<file path="src/include/duc_sine_table.svh">
// Sine lookup for the NCO and the reference model, include inside a module body after the package import

// ----------------------------------------
// One full turn in 64 steps, amplitude 32767
// ----------------------------------------
// Cosine is read a quarter turn ahead (index + 16)
localparam logic signed [15:0] SINE_TABLE [64] = '{
  16'sd0,      16'sd3212,   16'sd6393,   16'sd9512,
  16'sd12539,  16'sd15446,  16'sd18204,  16'sd20787,
  16'sd23170,  16'sd25329,  16'sd27245,  16'sd28898,
  16'sd30273,  16'sd31356,  16'sd32137,  16'sd32609,
  16'sd32767,  16'sd32609,  16'sd32137,  16'sd31356,
  16'sd30273,  16'sd28898,  16'sd27245,  16'sd25329,
  16'sd23170,  16'sd20787,  16'sd18204,  16'sd15446,
  16'sd12539,  16'sd9512,   16'sd6393,   16'sd3212,
  16'sd0,      -16'sd3212,  -16'sd6393,  -16'sd9512,
  -16'sd12539, -16'sd15446, -16'sd18204, -16'sd20787,
  -16'sd23170, -16'sd25329, -16'sd27245, -16'sd28898,
  -16'sd30273, -16'sd31356, -16'sd32137, -16'sd32609,
  -16'sd32767, -16'sd32609, -16'sd32137, -16'sd31356,
  -16'sd30273, -16'sd28898, -16'sd27245, -16'sd25329,
  -16'sd23170, -16'sd20787, -16'sd18204, -16'sd15446,
  -16'sd12539, -16'sd9512,  -16'sd6393,  -16'sd3212
};
</file>
<file path="src/hdl/duc_pkg.sv">
// Shared widths, settings addresses and reset values of the up-converter chain, compile first

package duc_pkg;

  // ----------------------------------------
  // Data path widths
  // ----------------------------------------

  // One I or Q component, Q sits in the upper half of an item
  localparam int SAMPLE_W    = 16;
  localparam int ITEM_W      = 2 * SAMPLE_W;

  // NCO phase and table address (top bits of the phase)
  localparam int PHASE_W     = 16;
  localparam int TABLE_ABITS = 6;

  // Unsigned Q1.14 gain
  localparam int SCALE_W     = 16;

  // Largest repeat count of the interpolator
  localparam int INTERP_MAX  = 16;

  // ----------------------------------------
  // Settings bus map
  // ----------------------------------------

  // Writes and readback share one 8-bit space
  typedef enum logic [7:0] {
    RB_COMPAT     = 8'h00,
    RB_INTERP_MAX = 8'h01,
    RB_FREQ       = 8'h02,
    SR_FREQ       = 8'h10,
    SR_SCALE      = 8'h11,
    SR_INTERP     = 8'h12,
    SR_CLEAR      = 8'h13
  } reg_addr_e;

  localparam logic [31:0]        COMPAT_NUM   = 32'h0000_0001;
  localparam logic [31:0]        RB_DEFAULT   = 32'h0BAD_C0DE;

  // Unity gain and no rate change out of reset
  localparam logic [SCALE_W-1:0] SCALE_RESET  = 16'd16384;
  localparam logic [4:0]         INTERP_RESET = 5'd1;

  // Interpolator hold states
  typedef enum logic {
    S_IDLE,
    S_HOLD
  } interp_state_e;

endpackage

</file>
<file path="src/hdl/duc_interp.sv">
// Sample-and-hold interpolator, repeats each input item R times toward the mixer
`timescale 1ns/10ps
`default_nettype none

module duc_interp (
  input  logic                       ce_clk,
  input  logic                       i_rst,
  input  logic                       i_clear,
  input  logic [4:0]                 i_interp,

  // Input stream
  input  logic                       i_in_valid,
  output logic                       o_in_ready,
  input  logic [duc_pkg::ITEM_W-1:0] i_in_data,
  input  logic                       i_in_last,

  // Output stream to the mixer
  output logic                       o_out_valid,
  input  logic                       i_out_ready,
  output logic [duc_pkg::ITEM_W-1:0] o_out_data,
  output logic                       o_out_last
);

  import duc_pkg::*;

  interp_state_e     state;
  interp_state_e     state_next;
  logic [ITEM_W-1:0] hold_data;
  logic              hold_last;
  logic [3:0]        rem_cnt;
  logic              final_rep;
  logic              in_xfer;
  logic              out_xfer;

  // ----------------------------------------
  // Handshakes
  // ----------------------------------------

  // rem_cnt counts repeats still to go after the current one
  assign final_rep   = (rem_cnt == 4'd0);
  assign o_out_valid = (state == S_HOLD);
  assign out_xfer    = o_out_valid & i_out_ready;

  // Accept the next item on the same edge the final repeat leaves
  assign o_in_ready  = (state == S_IDLE) | (out_xfer & final_rep);
  assign in_xfer     = i_in_valid & o_in_ready;

  assign o_out_data  = hold_data;

  // Framing only on the last copy of a marked item
  assign o_out_last  = hold_last & final_rep;

  // ----------------------------------------
  // State machine
  // ----------------------------------------

  always_comb begin
    state_next = state;
    case (state)
      S_IDLE: begin
        if (in_xfer) begin
          state_next = S_HOLD;
        end
      end
      S_HOLD: begin
        if (out_xfer && final_rep && !in_xfer) begin
          state_next = S_IDLE;
        end
      end
      default: begin
        state_next = S_IDLE;
      end
    endcase
    // A transfer in the clear cycle is kept, anything older is dropped
    if (i_clear && !in_xfer) begin
      state_next = S_IDLE;
    end
  end

  always_ff @(posedge ce_clk) begin
    if (i_rst) begin
      state <= S_IDLE;
    end else begin
      state <= state_next;
    end
  end

  // Hold register and repeat count, R latched with the item
  always_ff @(posedge ce_clk) begin
    if (in_xfer) begin
      hold_data <= i_in_data;
      hold_last <= i_in_last;
      rem_cnt   <= 4'(i_interp - 5'd1);
    end else if (out_xfer) begin
      rem_cnt   <= rem_cnt - 4'd1;
    end
  end

endmodule

`default_nettype wire

</file>
<file path="config.mk">
export PLATFORM = sky130hd
export DESIGN_NAME = duc_interp
export DESIGN_NICKNAME = d
export VERILOG_FILES = /design/src/include/duc_sine_table.svh /design/src/hdl/duc_pkg.sv /design/src/hdl/duc_interp.sv
export SDC_FILE = /design/constraint.sdc
export NUM_CORES = 1
export LEC_CHECK = 0
export ABC_AREA = 1
export BUFFER_PORTS_ARGS = -buffer_cell sky130_fd_sc_hd__buf_2
export CAP_MARGIN = 30
export CELL_PAD_IN_SITES_DETAIL_PLACEMENT = 0
export CELL_PAD_IN_SITES_GLOBAL_PLACEMENT = 1
export CORE_ASPECT_RATIO = 1.4
export CORE_MARGIN = 1.5
export CORE_UTILIZATION = 35
export DETAILED_ROUTE_END_ITERATION = 8
export PLACE_DENSITY_LB_ADDON = 0.1
export SLEW_MARGIN = 20
export SYNTH_ARGS = -nofsm -noshare
export SYNTH_HDL_FRONTEND = slang
export SYNTH_SLANG_ARGS = --single-unit
</file>
<file path="constraint.sdc">
create_clock -name ce_clk -period 2.9 [get_ports ce_clk]
set_input_delay 0.145 -clock ce_clk [delete_from_list [all_inputs] [get_ports ce_clk]]
set_output_delay 0.145 -clock ce_clk [all_outputs]
set_load 0.01 [all_outputs]
</file>
==> results of run 1 <==
## synth_stat cells (all sizes together)
library cell	number	area (um2)
nand3b	2	15.0
dfxtp	1	20.0
nand2	14	80.1
nand3	4	30.0
nor2	2	12.5
or2	1	6.26
xnor2	1	8.76
a21oi	1	5.00
edfxtp	37	1110
nand4	1	6.26
inv	9	33.8
ha	1	12.5
and3	1	7.51
## repair_timing
item,4_1_cts,5_1_grt
buffers inserted,0,0
hold buffers,1,0
endpoints found under the hold margin,1,0
## state kept, by name, summed over array words and instances, names as in the netlist
register / cells
o_out_valid: 1
rem_cnt: 4
o_out_data: 32
hold_last: 1
## worst paths after layout
check	startpoint	endpoint	slack [ps]
setup / recovery	rem_cnt[1]	o_out_data[21]	1230
hold / removal	i_in_data[9]	o_out_data[9]	30
hold reg to reg	o_out_valid	o_out_valid	670
setup reg to reg	rem_cnt[1]	o_out_data[21]	1230
## cells by family (layout without fill, tap and decap cells)
logic type               count (synthesis)  in the layout  synth area share
AO/OA/AOI/OAI                            1              1           0.00371
XOR/XNOR                                 1              1           0.00649
adder cells (fa/ha/maj)                  1              1           0.00927
buffers and inverters                    9             95            0.0250
flip-flops                              38             38             0.839
AND/OR/NAND/NOR                         25             25             0.117
## metal layers
layer	wire [um]	up-vias
met1	913	400
met4	56	0
met3	197	5
met2	1390	47
li1	-	433
met5	0	-
## cell type report
type                    instances  area [um2]
clock inverters                 3        63.8
well taps                      42        52.6
fillers                       343        1740
repair buffers                 78         398
multi-input cells              28         184
clock buffers                   5        68.8
inverters                       9        33.8
flip-flops and latches         38        1130
## critical path: stages, from the launching register on
cell and delay, ps:
edfxtp_1 400, nor2_2 160, nand3_2 110, nand2_4 110, nand2_4 90, inv_1 80
buf_4 370
## per-stage QoR
step / instance area [um2] / hold slack, ps / power [W] / worst slack, ps / cells
floorplan: 1350 / 214 / 0.000753 / 1050 / 75
global placement: 1790 / 304 / 0.000817 / 1250 / 194
detailed placement: 1790 / 305 / 0.000823 / 1210 / 194
CTS: 1930 / 20.7 / 0.00134 / 1190 / 203
global route: 1930 / 10.9 / 0.00138 / 1080 / 203
finish: 1930 / 30.0 / 0.00132 / 1230 / 203
## power by group through the flow
stage                     sequential [W]  combinational, W  clock [W]
final                           0.000668          0.000141   0.000514
after CTS                       0.000669          0.000144   0.000527
after detailed placement        0.000681          0.000142          0
after global placement          0.000679          0.000139          0
after floorplan                 0.000697         0.0000562          0
after global routing            0.000673          0.000158   0.000552
==> flow_metrics.env, run 1 <==
export IMPL_syn_inst=75
export IMPL_cts_resized=0
export IMPL_grt_pass1_wl_mm=4.14
export IMPL_grt_overflow_total=0
export IMPL_cts_buffers_inserted=5
export IMPL_port_buffers=76
export IMPL_fin_setup_tns_ps=0
export IMPL_clk_pin_slew_worst_paths_ps=70
export IMPL_setup_viol=0
export IMPL_p_leak_nw=0.871
export IMPL_hold_path_class="primary input to flop"
export IMPL_pwr_share_comb=0.107
export IMPL_post_synth_cell_area_avg_um2=18.0
export IMPL_coreArea_um2=3680
export IMPL_die_h_um=76.5
export IMPL_place_congestion=0.730
export IMPL_layout_cells_most_common="buf_2"
export IMPL_pwr_share_clk=0.388
export IMPL_vias_per_cell=4.36
export IMPL_clk_path_buf_depth=2
export IMPL_grt_util_all_layers=0.129
export IMPL_ys_warn_count=0
export IMPL_busiest_layer="met2"
export IMPL_p_int_w=0.00106
export IMPL_status="complete, no violations"
export IMPL_p_sw_frac=0.202
export IMPL_antenna_found_initial=0
export IMPL_top_level_ports=78
export IMPL_pwr_share_seq=0.505
export IMPL_whs_path_depth=1
export IMPL_cts_max_level=2
export IMPL_crit_type="flop to flop"
export IMPL_die_width_um=55.5
export IMPL_initial_core_util=0.367
export IMPL_vias=885
export IMPL_slew_headroom=0.732
export IMPL_finalCriticalPeriod_ps=1670
export IMPL_ir_worst_vdd_uv=406
export IMPL_drt_wirelength_per_cell_um=12.6
export IMPL_grt_max_degree=33
export IMPL_hpwl_mm=1.95
export IMPL_cp_start_kind="flop"
export IMPL_cts_sinks=38
export IMPL_drtAntennaViolNets=0
export IMPL_p_per_area_nw_per_um2=685
export IMPL_mostFrequentLayoutCells="buf_2 (76), edfxtp_1 (37), inv_1 (9)"
export IMPL_hold_violations=0
export IMPL_first_global_vias=882
export IMPL_initialDrtViolationCount=17
export IMPL_drive_gt1_frac=0.602
export IMPL_synth_fp_nets=119
export IMPL_globalRouteMet3Util=0.0492
export IMPL_crit_required_ps=2840
export IMPL_reg2regPathDepth=6
export IMPL_area_growth_syn_to_layout_pct=43.2
export IMPL_rsz0062_at_grt="no"
export IMPL_post_route_util=0.526
export IMPL_p_switching_w=0.000268
export IMPL_ys_types=16
export IMPL_cp_max_fo=32
export IMPL_min_period_over_period=0.577
export IMPL_drt_first_pass_iters=4
export IMPL_drt_wl_total_mm=2.56
export IMPL_drc=0
export IMPL_grt_use_met1=0.127
export IMPL_crit_arrival_ps=1610
export IMPL_clock_fmax_ghz=0.598
export IMPL_clock_latency_ps=280
export IMPL_root_buffer="clkbuf_8"
export IMPL_syn_area_um2=1350
export IMPL_finClkSkew_ps=7.45
export IMPL_cts_tree="built"
export IMPL_rows=26
export IMPL_met2_usage=0.225
export IMPL_worstMarginPinSlew_ps=401
export IMPL_end_kind="flop"
export IMPL_slew_viol_final=0
export IMPL_antenna_cells=0
export IMPL_cap_violations=0
export IMPL_yosysSeqAreaShare=0.839
export IMPL_ys_ff_latch=38
export IMPL_nNetsFinal=204
export IMPL_die_area_um2=4240
Power figures use the tool's default switching activity.
==> run 2: changes to the inputs <==
--- a/config.mk
+++ b/config.mk
@@ -5,14 +5,14 @@
 export SDC_FILE = /design/constraint.sdc
 export NUM_CORES = 1
 export LEC_CHECK = 0
-export ABC_AREA = 1
+export ABC_AREA = 0
 export BUFFER_PORTS_ARGS = -buffer_cell sky130_fd_sc_hd__buf_2
 export CAP_MARGIN = 30
 export CELL_PAD_IN_SITES_DETAIL_PLACEMENT = 0
 export CELL_PAD_IN_SITES_GLOBAL_PLACEMENT = 1
 export CORE_ASPECT_RATIO = 1.4
 export CORE_MARGIN = 1.5
-export CORE_UTILIZATION = 35
+export CORE_UTILIZATION = 33
 export DETAILED_ROUTE_END_ITERATION = 8
 export PLACE_DENSITY_LB_ADDON = 0.1
 export SLEW_MARGIN = 20
==> constraint.sdc (replaced) <==
create_clock -name ce_clk -period 1.7 [get_ports ce_clk]
set_input_delay 0.085 -clock ce_clk [delete_from_list [all_inputs] [get_ports ce_clk]]
set_output_delay 0.085 -clock ce_clk [all_outputs]
set_load 0.01 [all_outputs]
==> run 2 against run 1 <==
  * The flow now finishes with violations (setup timing)
  * Synthesized area fell by 0.56%
  * Clock power grew 38%
  * Critical path depth stayed put
  * First-iteration DRC count is 35% lower
  * Cell area increased by 24%
  * Combinational power rose to 3.0 times the previous value
  * Largest cell class unchanged
  * Largest power group unchanged
==> flow_metrics.env, run 2 <==
export IMPL_synth_top_area_cell="edfxtp_1"
export IMPL_status="complete, but fails checks"
export IMPL_area_growth_syn_to_layout_pct=78.5
export IMPL_first_global_vias=1021
export IMPL_die_area_um2=4460
export IMPL_clk_path_buf_depth=2
export IMPL_ys_ff_latch=38
export IMPL_hpwl_mm=1.99
export IMPL_clock_fmax_ghz=0.576
export IMPL_crit_required_ps=1740
export IMPL_p_switching_w=0.000488
export IMPL_synth_edf_count=37
export IMPL_antenna_found_initial=0
export IMPL_drt_wirelength_per_cell_um=12.6
export IMPL_hold_violations=0
export IMPL_grt_max_degree=20
export IMPL_coreArea_um2=3920
export IMPL_pwr_share_seq=0.503
export IMPL_syn_area_um2=1340
export IMPL_vias=1020
export IMPL_whs_ps=148
export IMPL_worstReg2RegStart="rem_cnt[2]"
export IMPL_pwr_share_clk=0.311
export IMPL_cts_tree="built"
export IMPL_ys_warn_count=0
export IMPL_p_sw_frac=0.214
export IMPL_yosysSeqAreaShare=0.843
export IMPL_hold_path_class="primary input to flop"
export IMPL_slowest_delay_ps=420
export IMPL_cts_max_level=2
export IMPL_crit_type="flop to flop"
export IMPL_p_leak_nw=1.02
export IMPL_top_layer="met4"
export IMPL_drc=0
export IMPL_mostFrequentLayoutCells="buf_2 (75), edfxtp_1 (37), dlygate4sd3_1 (35)"
export IMPL_drive_gt1_frac=0.557
export IMPL_hold_start="i_in_valid"
export IMPL_synthFlopType="edfxtp_1"
export IMPL_p_int_w=0.00179
export IMPL_design_area_um2=2390
export IMPL_synth_top_area_share=0.828
export IMPL_grt_overflow_total=0
export IMPL_cts_buffers_inserted=5
export IMPL_clock_latency_ps=280
export IMPL_slew_viol_final=0
export IMPL_syn_inst=63
export IMPL_setup_viol=11
export IMPL_crit_slowest_cell="or3_4"
export IMPL_root_buffer="clkbuf_8"
export IMPL_ir_worst_vdd_uv=720
export IMPL_initial_core_util=0.342
export IMPL_die_h_um=78.4
export IMPL_cap_violations=0
export IMPL_place_congestion=0.724
export IMPL_violations="setup timing"
export IMPL_wl_met3_um=240
export IMPL_top_level_ports=78
export IMPL_end_kind="flop"
export IMPL_ys_top_cells_by_area="edfxtp_1 (83%), dfxtp_1 (1.5%), a21o_2 (1.3%), xnor2_1 (1.3%), a41oi_2 (1.2%)"
export IMPL_cp_max_fo=4
export IMPL_finalCriticalPeriod_ps=1740
export IMPL_rows=27
export IMPL_wl_met2_mm=1.58
export IMPL_finalWorstSetupSlack_ps=-36.8
export IMPL_antenna_cells=0
export IMPL_crit_path_start="rem_cnt[2]"
export IMPL_port_buffers=76
export IMPL_ys_types=22
export IMPL_cp_start_kind="flop"
export IMPL_largest_reg_flops=32
export IMPL_synth_most_common_cell="edfxtp_1"
export IMPL_crit_arrival_ps=1770
export IMPL_rsz0062_at_grt="yes"
export IMPL_layout_cells_most_common="buf_2"
export IMPL_placed_cell_area_um2=1850
export IMPL_synthTopCellsByCount="edfxtp_1 (37), nand2_1 (3), a21o_2 (2), o21ai_1 (2), xnor2_1 (2)"
export IMPL_finClkSkew_ps=5.69
export IMPL_nNetsFinal=238
export IMPL_initialDrtViolationCount=11
export IMPL_die_width_um=56.9
export IMPL_wl_met1_mm=1.08
export IMPL_async_flop_share=0
export IMPL_slew_headroom=0.865
export IMPL_drt_wl_total_mm=2.98
export IMPL_synth_fp_nets=107
export IMPL_worstMarginPinSlew_ps=201
export IMPL_pwr_share_comb=0.186
export IMPL_grt_pass1_wl_mm=4.74
export IMPL_path_cells="or3_4 -> o21ai_4 -> and2_4 -> o21ai_2 -> ha_4 -> xnor2_1"
export IMPL_drtAntennaViolNets=0
export IMPL_post_synth_cell_area_avg_um2=21.3
export IMPL_drt_first_pass_iters=4
export IMPL_vias_per_cell=4.30
export IMPL_clk_pin_slew_worst_paths_ps=70
export IMPL_cts_sinks=38
export IMPL_grt_util_all_layers=0.147
export IMPL_min_period_over_period=1.02
export IMPL_p_per_area_nw_per_um2=952
run 2: cell types whose count changed in the layout (fill, tap and decap cells not counted), moves of 2 or more:
| cell | change |
|---|---|
| nand3_1 | -2 |
| nand2_1 | -4 |
| nand2_4 | -2 |
| dlygate4sd3_1 | +34 |
| nand3_2 | -2 |
| o21ai_4 | +2 |
| nor2_2 | -2 |
| buf_4 | +9 |
| a21o_2 | +2 |
| inv_1 | -9 |
| nand2_2 | -5 |
| buf_6 | +2 |
run 2: cell families after synthesis:
kind of cell	after synthesis	share of synthesized area
mux	1	0.0112
simple gates	11	0.0569
xor+xnor	3	0.0196
buf+inv	1	0.00280
fa+ha+maj	1	0.00933
flops	38	0.843
compound gates	8	0.0569
run 2: layout make-up:
type,count,area [um2]
Inverter,1,3.75
Clock inverter,2,33.8
Tap cell,43,53.8
Multi-Input combinational cell,24,239
Clock buffer,5,68.8
Fill cell,332,1530
Timing Repair Buffer,124,863
Sequential cell,38,1130
run 2: power groups by stage:
| stage | registers [W] | clock network, W | logic (W) |
|---|---|---|---|
| 2_1_floorplan | 0.00120 | 0 | 0.000104 |
| 3_3_place_gp | 0.00116 | 0 | 0.000295 |
| 3_5_place_dp | 0.00116 | 0 | 0.000301 |
| 4_1_cts | 0.00114 | 0.000735 | 0.000412 |
| 5_1_grt | 0.00115 | 0.000775 | 0.000462 |
| 6_report | 0.00114 | 0.000709 | 0.000423 |
run 2: layer usage:
| metal | vias up | global-route usage |
|---|---|---|
| met2 | 50 | 0.239 |
| met1 | 460 | 0.154 |
| met3 | 7 | 0.0659 |
| li1 | 503 | - |
| met4 | 0 | 0.0837 |
| met5 | - | 0 |
run 2: path summary, 6_finish.rpt:
kind / endpoint / slack [ps] / cells past startpoint
worst max-delay path: rem_cnt[2] / -40 / 6
worst max register to register: rem_cnt[2] / -40 / 6
worst min-delay path: o_out_valid / 150 / 3
worst min register to register: rem_cnt[3] / 710 / 2
run 2: critical path, delay by kind of cell, from the launching register on:
family                     cells  cell delay (ps)
and+or+nand+nor                2              620
AOI/OAI and AO/OA              2              210
adders and majority gates      1              160
xor gates and xnor gates       1              120
DFF                            1              390
run 2: per-stage QoR:
stage	util	setup TNS (ps)	worst slack (ps)	std cells	power, W
after floorplan	-	-1960	-356	63	0.00130
after detailed placement	0.471	-426	-63.9	191	0.00147
after global placement	0.471	-2.24	-2.24	191	0.00146
final	0.611	-179	-36.8	237	0.00228
after global routing	0.611	-1260	-89.1	237	0.00239
after CTS	0.604	-775	-39.9	237	0.00229
run 2: timing repair:
action | CTS | global route
gates resized for setup | 8 | 2
endpoints found under the setup margin | 22 | 37
endpoints found under the hold margin | 34 | 0
hold buffers | 35 | 0
cloned | 0 | 1
pin swaps | 4 | 3
setup buffers | 4 | 0
==> run 3: changes to the inputs <==
--- a/config.mk
+++ b/config.mk
@@ -14,7 +14,8 @@
 export CORE_MARGIN = 1.5
 export CORE_UTILIZATION = 33
 export DETAILED_ROUTE_END_ITERATION = 8
-export PLACE_DENSITY_LB_ADDON = 0.1
+export GPL_ROUTABILITY_DRIVEN = 0
+export PLACE_DENSITY = 0.73
 export SLEW_MARGIN = 20
 export SYNTH_ARGS = -nofsm -noshare
 export SYNTH_HDL_FRONTEND = slang
==> run 3 against run 2 <==
  * The run still ends with setup timing left
  * Sequential power hardly changed
  * Largest cell class unchanged
  * Combinational power shrank 5.2%
  * Critical path depth is the same
==> flow_metrics.env, run 3 (synthesis gave the netlist of run 2 again) <==
export IMPL_clock_fmax_ghz=0.564
export IMPL_cap_violations=0
export IMPL_largest_reg_flops=32
export IMPL_slowest_delay_ps=420
export IMPL_port_buffers=76
export IMPL_clock_latency_ps=290
export IMPL_finalCriticalPeriod_ps=1770
export IMPL_die_width_um=56.9
export IMPL_grt_util_all_layers=0.143
export IMPL_coreArea_um2=3920
export IMPL_crit_type="flop to flop"
export IMPL_end_kind="flop"
export IMPL_crit_slowest_cell="or3_4"
export IMPL_clk_pin_slew_worst_paths_ps=80
export IMPL_cp_depth=6
export IMPL_vias=1030
export IMPL_ir_worst_vdd_uv=907
export IMPL_crit_arrival_ps=1830
export IMPL_crit_required_ps=1760
export IMPL_min_period_over_period=1.04
export IMPL_worst_path_buf_inv=1
export IMPL_vias_per_cell=4.38
export IMPL_clk_path_buf_depth=2
export IMPL_slew_viol_final=0
export IMPL_cp_endpoint="rem_cnt[1]"
export IMPL_reg2reg_slack_ps=-70
export IMPL_status="complete, but fails checks"
export IMPL_drtAntennaViolNets=0
export IMPL_placed_cell_area_um2=1830
export IMPL_first_global_vias=997
export IMPL_die_area_um2=4460
export IMPL_crit_path_start="rem_cnt[2]"
export IMPL_finClkSkew_ps=4.69
export IMPL_drt_first_pass_iters=2
export IMPL_cts_buffers_inserted=5
export IMPL_cp_start_kind="flop"
export IMPL_root_buffer="clkbuf_8"
export IMPL_cts_tree="built"
export IMPL_cts_sinks=38
export IMPL_worstMarginPinSlew_ps=223
export IMPL_antenna_found_initial=0
export IMPL_post_route_util=0.607
export IMPL_design_area_um2=2380
export IMPL_grt_pass1_wl_mm=4.64
export IMPL_initialDrtViolationCount=16
export IMPL_path_cells="or3_4 -> o21ai_4 -> and2_4 -> o21ai_4 -> ha_4 -> inv_2"
export IMPL_num_fill_cells=310
export IMPL_area_growth_syn_to_layout_pct=77.4
export IMPL_setup_viol=2
export IMPL_final_cells=235
export IMPL_grt_max_degree=21
export IMPL_rows=27
export IMPL_p_leak_nw=1.01
export IMPL_multi_input_area_um2=241
export IMPL_cts_max_level=2
export IMPL_mostFrequentLayoutCells="buf_2 (75), edfxtp_1 (37), dlygate4sd3_1 (35)"
export IMPL_p_per_area_nw_per_um2=1040
export IMPL_nNetsFinal=235
export IMPL_die_h_um=78.4
export IMPL_grt_overflow_total=0
export IMPL_hpwl_mm=1.99
export IMPL_critPathTopFamily="simple AND/OR/NAND/NOR gates"
export IMPL_dp_cells=189
export IMPL_worstReg2RegStart="rem_cnt[2]"
export IMPL_reg2regPathDepth=6
export IMPL_layout_cells_most_common="buf_2"
export IMPL_rr_endpoint="rem_cnt[1]"
export IMPL_initial_core_util=0.342
export IMPL_violations="setup timing"
export IMPL_antenna_cells=0
export IMPL_hold_path_class="primary input to flop"
export IMPL_drc=0
export IMPL_finalWorstSetupSlack_ps=-73.0
export IMPL_rsz0062_at_grt="yes"
export IMPL_hold_violations=0
export IMPL_cp_max_fo=4
export IMPL_drt_wirelength_per_cell_um=13.7
export IMPL_drive_gt1_frac=0.563
export IMPL_p_total_w=0.00247
export IMPL_slew_headroom=0.851
export IMPL_drt_wl_total_mm=3.22
export IMPL_top_level_ports=78
export IMPL_crit_top_cell="o21ai_4"
export IMPL_seqCellArea_um2=1130
==> run 3: cell count changes in the layout (fill, tap and decap cells not counted), sizes merged <==
cell    previous run  this run
buf               88        86
bufinv             1         2
clkbuf             6         5
==> run 3: metal layers <==
metal	track usage	routed length [um]
met1	0.139	1130
met2	0.267	1800
met3	0.0527	225
met4	0.0558	54
met5	0	0
==> run 3: worst min path at each step <==
| stage | startpoint | to | slack, ps | cells after the start |
|---|---|---|---|---|
| floorplan | i_in_last | hold_last | 180 | 0 |
| global placement | i_in_data[25] | o_out_data[25] | 260 | 1 |
| detailed placement | i_in_data[3] | o_out_data[3] | 260 | 1 |
| CTS | i_in_valid | o_out_valid | 130 | 3 |
| global route | i_in_valid | o_out_valid | 150 | 3 |
| finish | i_in_valid | o_out_valid | 130 | 3 |
==> run 3: final cells by class <==
cell class	instances	area share
Clock inverter	3	0.0289
Inverter	1	0.00158
Sequential cell	38	0.475
Multi-Input combinational cell	24	0.101
Clock buffer	5	0.0289
Tap cell	43	0.0226
Timing Repair Buffer	121	0.341
==> run 3: power by group <==
group          switching, W  internal [W]
registers         0.0000257       0.00112
clock network      0.000329      0.000588
logic              0.000176      0.000224
total              0.000531       0.00194
==> run 3: repair_timing <==
action / in CTS / in global routing
endpoints found under the setup margin: 23 / 23
endpoints found under the hold margin: 34 / 0
buffers inserted: 0 / 3
resized for setup: 1 / 8
pin swaps: 1 / 4
hold buffers: 35 / 0
==> run 3: worst min-delay path, stage by stage <==
cell	delay (ps)
buf_2	140
nand3b_1	90
o31ai_1	60
==> run 3: metrics by stage <==
| stage | TNS, ps | worst slack (ps) | hold slack, ps |
|---|---|---|---|
| after floorplan | -1960 | -356 | 184 |
| after global placement | 0 | 6.08 | 263 |
| after detailed placement | -60.5 | -40.3 | 263 |
| after CTS | -94.5 | -42.7 | 127 |
| after global routing | -1190 | -104 | 148 |
| final | -139 | -73.0 | 131 |
